[src/design/lc_bfm_cfg.svh]
/*
  Lifecycle controller stand-in configuration
  Trigger and status addresses, read window, reset sequencing depths
*/
`ifndef LC_BFM_CFG_SVH
`define LC_BFM_CFG_SVH

// ---------------------------------------------------------------------------
// Address map
// ---------------------------------------------------------------------------
// Status word, read only
`define LC_BFM_STATUS_ADDR 32'h7000_0440
// Read side effect requests a delayed system reset
`define LC_BFM_PWR_ADDR    32'h7000_0444
// Read side effect toggles the RMA-on-PPD strap
`define LC_BFM_RMA_ADDR    32'h7000_0448
// Decoded window of the stand-in, 256 bytes
`define LC_BFM_BASE        32'h7000_0400
`define LC_BFM_SIZE        32'h0000_0100

// ---------------------------------------------------------------------------
// Reset sequencing
// ---------------------------------------------------------------------------
// Stages between the power-cycle pulse and the hold counter
`define LC_BFM_DELAY       20
// Hold count, also sets the length of the low reset period
`define LC_BFM_HOLD        500

`endif

[src/design/axi_rd_pkg.sv]
/*
  AXI read channel types
  Request and response bundles for a single-beat read slave, response codes
*/
package axi_rd_pkg;

    // Response codes used by the read target
    // Only OKAY and DECERR are produced
    typedef enum logic [1:0] {
        OKAY   = 2'd0,
        SLVERR = 2'd2,
        DECERR = 2'd3
    } resp_e;

    // Host to slave, AR channel plus R ready
    typedef struct packed {
        logic        arvalid;
        logic [31:0] araddr;
        logic        rready;
    } axi_rd_req_t;

    // Slave to host, AR ready plus the R beat
    typedef struct packed {
        logic        arready;
        logic        rvalid;
        logic [31:0] rdata;
        resp_e       rresp;
    } axi_rd_rsp_t;

    // No ID, burst or last fields
    // Every read is one beat

endpackage

[src/design/lc_bfm_pkg.sv]
/*
  Lifecycle stand-in types
  Multi-bit lifecycle signal, accepted-read event, status word layout
*/
package lc_bfm_pkg;

    // Multi-bit encoded on/off, as used on lifecycle broadcast signals
    // Any other pattern is not On
    typedef enum logic [3:0] {
        On  = 4'b0101,
        Off = 4'b1010
    } lc_tx_t;

    // One accepted AR handshake
    // fire is high only in the handshake cycle
    typedef struct packed {
        logic        fire;
        logic [31:0] addr;
    } ar_evt_t;

    // ---------------------------------------------------------------------
    // Status word returned at the status address
    // ---------------------------------------------------------------------
    // First field is the MSB end of the packed word
    typedef struct packed {
        logic [28:0] rsvd;
        // Delay line occupied or hold counter still running
        logic        pwr_busy;
        // Current system reset level
        logic        sys_reset_n;
        // Current RMA-on-PPD strap
        logic        rma_strap;
    } lc_status_t;

endpackage

[src/design/axi_rd_target.sv]
/*
  AXI read target for the lifecycle stand-in
  Single outstanding read, status word or zero data, DECERR outside window
*/
`timescale 1ns/1ps
`include "lc_bfm_cfg.svh"

module axi_rd_target (
    input  logic                     clk,
    input  logic                     reset_n,
    input  axi_rd_pkg::axi_rd_req_t  req,
    input  lc_bfm_pkg::lc_status_t   status,
    output axi_rd_pkg::axi_rd_rsp_t  rsp,
    output lc_bfm_pkg::ar_evt_t      ar_evt
);

    // R channel state
    logic              rvalid_q;
    logic [31:0]       rdata_q;
    axi_rd_pkg::resp_e rresp_q;

    // Handshake terms
    logic arready;
    logic ar_hs;
    logic r_hs;

    // Address decode
    logic in_window;
    logic is_status;

    // ---------------------------------------------------------------------
    // Handshakes
    // ---------------------------------------------------------------------
    // Free slot, or the pending beat leaves this cycle
    assign arready = !rvalid_q || req.rready;
    assign ar_hs   = req.arvalid && arready;
    assign r_hs    = rvalid_q && req.rready;

    // Decode on the live AR address
    assign in_window = (req.araddr >= `LC_BFM_BASE) &&
                       (req.araddr < (`LC_BFM_BASE + `LC_BFM_SIZE));
    assign is_status = (req.araddr == `LC_BFM_STATUS_ADDR);

    // Valid flag is the only control state here
    always_ff @(posedge clk or negedge reset_n) begin
        if (!reset_n) begin
            rvalid_q <= 1'b0;
        end else if (ar_hs) begin
            rvalid_q <= 1'b1;
        end else if (r_hs) begin
            rvalid_q <= 1'b0;
        end
    end

    // Beat payload captured at AR acceptance
    // Held until the host takes it
    always_ff @(posedge clk) begin
        if (ar_hs) begin
            rdata_q <= is_status ? status : 32'h0;
            rresp_q <= in_window ? axi_rd_pkg::OKAY : axi_rd_pkg::DECERR;
        end
    end

    // ---------------------------------------------------------------------
    // Outputs
    // ---------------------------------------------------------------------
    assign rsp.arready = arready;
    assign rsp.rvalid  = rvalid_q;
    assign rsp.rdata   = rdata_q;
    assign rsp.rresp   = rresp_q;

    // Event for the trigger decoder, same cycle as the handshake
    assign ar_evt.fire = ar_hs;
    assign ar_evt.addr = req.araddr;

endmodule

[config.mk]
export PLATFORM = sky130hd
export DESIGN_NAME = axi_rd_target
export DESIGN_NICKNAME = d
export VERILOG_FILES = /design/src/design/axi_rd_pkg.sv /design/src/design/lc_bfm_pkg.sv /design/src/design/axi_rd_target.sv
export VERILOG_INCLUDE_DIRS = /design/src /design/src/design
export SDC_FILE = /design/constraint.sdc
export NUM_CORES = 1
export LEC_CHECK = 0
export BUFFER_PORTS_ARGS = -buffer_cell sky130_fd_sc_hd__clkbuf_2
export CAP_MARGIN = 10
export CORE_AREA = 2 2 77 79
export DETAILED_ROUTE_END_ITERATION = 8
export DIE_AREA = 0 0 79 81
export HOLD_SLACK_MARGIN = 0.06
export PLACE_DENSITY = 0.73
export SLEW_MARGIN = 20
export SYNTH_ARGS = -nofsm -noshare
export SYNTH_HDL_FRONTEND = slang
export SYNTH_SLANG_ARGS = --single-unit
[constraint.sdc]
create_clock -name clk -period 3.8 [get_ports clk]
set_input_delay 0.95 -clock clk [delete_from_list [all_inputs] [get_ports clk]]
set_output_delay 0.95 -clock clk [all_outputs]
set_load 0.02 [all_outputs]
* Yosys cells after proc, flatten, opt, wreduce, memory -nomap -nowiden
Index checks and enable logic that the tools add are counted.
Operators by class: $lt $le $gt $ge 2, reduce and logical (&&, ||, !) cells 6, multiplexer cells 3, eq/ne operators 1
Operators with widths (count):
- $eq A32 B31 Y1 const B | 1
- $ge A32 B31 Y1 const B | 1
- $lt A32 B31 Y1 const B | 1
- $logic_and A1 B1 Y1 | 3
- $mux W1 | 2
- $mux W2 | 1
- $reduce_bool A2 Y1 | 1
- $logic_not A1 Y1 | 1
- $logic_or A1 B1 Y1 | 1
Storage, ports and cells: input port bits 68, bits in registers 35, logic and storage cells 15, output and inout port bits 69

* Depth between registers and ports, before layout
depth in word-level cells 4, mapped depth 4, mapped depth without buffers 3

* Worst setup path before layout
Ideal clock, no wire load.
kind in2out, from input req[0] (netlist name), to output ar_evt[32] (netlist name), buffers on the path 1, data required time 2.850 ns, data arrival time 2.205 ns, setup slack 0.645 ns, cell stages on the path 3, cells stage by stage nand2b_1 and2_1 buf_4
On the way: longest elaborated chain between the ends 2
RTL lines:
- start: declaration | line axi_rd_target.sv:11 | input axi_rd_pkg::axi_rd_req_t req,
- $logic_or A1 B1 Y1 | line axi_rd_target.sv:35 | assign arready = !rvalid_q || req.rready;
- $logic_and A1 B1 Y1 | line axi_rd_target.sv:36 | assign ar_hs = req.arvalid && arready;
- end: declaration | line axi_rd_target.sv:14 | output lc_bfm_pkg::ar_evt_t ar_evt
Every way passes these cells.

==> results by stage <==
Pwr:
- Total power for the finished layout comes to 887 uW.
- The leakage dissipation is 0.00120 uW.
- For this design the ratio of total power to cell area is 354 mW/mm^2.
- The maximum ir drop on the vdd rail is 0.121 mV.

Cells and area:
- The number of diodes is 0.
- Of the cells placed in the final design, the portion with a size suffix greater than 1 is 0.712.
- The total number of nets in the final design is 327.
- From synthesis to final layout, the design area changed by 29.3%.
- The library cell used most frequently in the layout, excluding fill and tap cells, is sky130_fd_sc_hd__clkbuf_2.
- The final core utilization is 0.441.
- In the layout the commonest cells are sky130_fd_sc_hd__clkbuf_2, sky130_fd_sc_hd__edfxtp_1, sky130_fd_sc_hd__inv_1.

Route:
- After detailed routing, the wire length on met1 is 1530 um.
- In this run the remaining antenna-violating nets after routing total 0.
- The routed design has 3890 um of wire.
- The post-detailed-route via-to-cell ratio is 4.14.
- The routed design uses 310 um of met3 wire.
- The remaining design rule violation count is 0.
- In this run, the number of DRC markers left after iteration 0 of detailed routing was 39.
- The highest layer touched by signal routing is met4.
- Wire segments on met2 add up to 1990 um in the final route.
- The first detailed-routing pass ran for 3 iterations.
- In the final routed layout, each cell accounts on average for 11.6 um.
- The final route contains 1387 vias.

STA:
- Once routing completed, OpenROAD measured the worst setup slack at 1.34 ns.
- The part of the cycle the worst path needs is 0.648.
- Between clock sinks in the finished design, the worst skew comes to 0.00390 ns.
- The final-report hold violation count came to 0.
- The final total negative setup slack is 0 ns.
- Measured against its own limit, the worst slew margin works out to 0.646.
- The smallest clock period supported by the final layout is computed as 2.46 ns.
- The pin slew with the least headroom to its limit is 0.531 ns.
- Setup repair after global routing left no endpoint under its margin.
- The final max-slew violation count was 0.
- The total setup violations reported at the end of the flow is 0.
- For this run, the top clock speed supported by timing is 406 MHz.

Floorplan:
- The die is 79 um wide.
- For this configuration, the core starts out at a cell density of 0.341.
- The floorplan row count is 28.
- The floorplan die area is 0.00640 mm^2.
- In this run the count of I/O pins placed on the die edge is 137.
- In this run the standard cell core region covers 0.00568 mm^2.
- The vertical die dimension is 81 um.

Setup path:
- At the worst endpoint, the required time is 2.85 ns.
- The worst setup path is of the input port to output pin kind.
- Traced cell by cell, the critical path runs through clkbuf_2 > nand2b_1 > and2_1 > clkbuf_2.
- The critical register-to-register path endpoint is rdata_q[0].
- The reg-to-reg startpoint is rvalid_q.
- Counting cells, the worst reg-to-reg path comes to 3.
- At the worst endpoint, the arrival time is 1.51 ns.
- In this design, the critical path's most frequently occurring cell is sky130_fd_sc_hd__clkbuf_2.
- For this run, the slowest stage of the critical path takes 0.18 ns.
- The kind of end point of the critical path is an output pin.
- The worst reg-to-reg setup slack is 2.42 ns.
- Along the worst path, the maximum fanout reaches 3.
- STA classifies the critical path startpoint as an input port.
- Among all stages on the critical path, the largest delay is contributed by sky130_fd_sc_hd__and2_1.

Global routing:
- The final global-route overflow total is 0.
- Entering global routing, the biggest net connects 34 pins.
- The overall fraction of global-route tracks in use is 0.118.
- The initial antenna violation count was 0.
- The via count of the first global-routing pass is 1219.
- The first global-routing pass estimated 5710 um of wire.

Logic synthesis:
- After synthesis the netlist holds a flip-flop and latch count of 34.
- The synthesized netlist occupies a cell area of 0.00194 mm^2.
- For this run, the number of Yosys warnings is 0.
- The sequential share of the synthesized area is 0.525.
- The mean instance size in the synthesized netlist is 12.5 um^2.
- The net count of the mapped netlist is 223.
- The post-synthesis cell type count is 17.
- In the synthesized netlist, the number of instances is 155.

Placed design:
- The placer's final routability congestion estimate is 0.812.
- The worst-case setup slack after placement is 1.33 ns.
- The wire-length estimate of the detail-placed layout is 3010 um.
- The number of buffer cells added on primary ports is 136.

Clock network:
- The TritonCTS clock tree is yes.
- The clock net sink count is 34.
- Clock-pin slew was measured on the worst setup and hold paths at 0.06 ns.
- The maximum clock path buffer count is 2.
- The clock latency reported for the late side of the worst-skew pair is 0.28 ns.
- The number of hold buffers added after CTS was 0.
- The number of resized instances in the post-cts repair step is 0.
- The tree is rooted in a sky130_fd_sc_hd__clkbuf_8.
- Once the clock tree was built, the setup fixing pass inserted 0 buffers.
- The H-tree level count is 2.
- The number of clock buffers inserted by TritonCTS is 5.

Hold path:
- The path type of the worst min-delay path is input port to asynchronous set/reset pin.

Status:
- The run finished with clean final reports.

Job:
- Max-cap violations in this run came to 0.
==> final cells by class <==
class | count | area, um^2
multi-input combinational | 47 | 463
clock buffer | 5 | 68.8
clock inverter | 3 | 40.0
tap | 75 | 93.8
fill | 574 | 3170
inverter | 32 | 120
timing repair buffer | 139 | 703
sequential | 34 | 1020
==> layer usage <==
layer	global-route usage	vias up
met4	0.0466	0
met1	0.142	619
met3	0.0333	4
met2	0.200	76
li1	-	688
met5	0	-
==> critical path, delay by kind of cell <==
family	cells	cell delay, ns
buf+inv	2	0.22
simple gates	2	0.33
==> how the worst max path moves through the flow <==
stage | end | slack, ns | cells past startpoint | start
floorplan | ar_evt[32] | 0.65 | 3 | req[0]
global placement | ar_evt[32] | 1.33 | 4 | req[0]
detailed placement | ar_evt[32] | 1.33 | 4 | req[0]
CTS | ar_evt[32] | 1.33 | 4 | req[0]
global route | ar_evt[32] | 1.32 | 4 | req[0]
finish | ar_evt[32] | 1.34 | 4 | req[0]
==> power breakdown <==
group | leakage [uW] | total, uW | internal [uW] | switching (uW)
clock network | 0.0000579 | 317 | 193 | 125
logic | 0.000800 | 140 | 52.6 | 87.8
registers | 0.000341 | 429 | 425 | 4.11
==> logic make-up (layout without fill, tap and decap cells) <==
| group | after synthesis | after routing | synth area share |
|---|---|---|---|
| buffers and inverters | 74 | 179 | 0.236 |
| flip-flops | 34 | 34 | 0.525 |
| AND/OR/NAND/NOR | 47 | 47 | 0.239 |
==> per-stage QoR <==
step                hold WS (ns)  cells  area [um^2]
finish                     0.434    335         2500
CTS                        0.422    335         2500
global placement           0.518    327         2400
floorplan                  0.491    155         1940
global route               0.422    335         2500
detailed placement         0.536    327         2400
==> sequential cells by signal (all words and copies together) (netlist names) <==
name,cells
rdata_q,32
rresp_q,1
rvalid_q,1
==> cells in the mapped netlist <==
| cell type | instances | area (um^2) |
|---|---|---|
| sky130_fd_sc_hd__nor4_2 | 3 | 37.5 |
| sky130_fd_sc_hd__nand2_1 | 1 | 3.75 |
| sky130_fd_sc_hd__inv_1 | 32 | 120 |
| sky130_fd_sc_hd__or3_1 | 1 | 6.26 |
| sky130_fd_sc_hd__dfrtp_1 | 1 | 25.0 |
| sky130_fd_sc_hd__nor4_4 | 1 | 21.3 |
| sky130_fd_sc_hd__edfxtp_1 | 33 | 991 |
| sky130_fd_sc_hd__nor4b_1 | 1 | 8.76 |
| sky130_fd_sc_hd__and2_1 | 1 | 6.26 |
| sky130_fd_sc_hd__nor3_1 | 2 | 10.0 |
| sky130_fd_sc_hd__nand4_2 | 2 | 25.0 |
| sky130_fd_sc_hd__nor3_2 | 30 | 300 |
| sky130_fd_sc_hd__buf_4 | 36 | 270 |
| sky130_fd_sc_hd__nand2b_1 | 2 | 12.5 |
| sky130_fd_sc_hd__buf_6 | 6 | 67.6 |
| sky130_fd_sc_hd__nor4_1 | 1 | 6.26 |
| sky130_fd_sc_hd__and4bb_2 | 2 | 25.0 |
No activity file was read; power rests on OpenSTA's default activity.
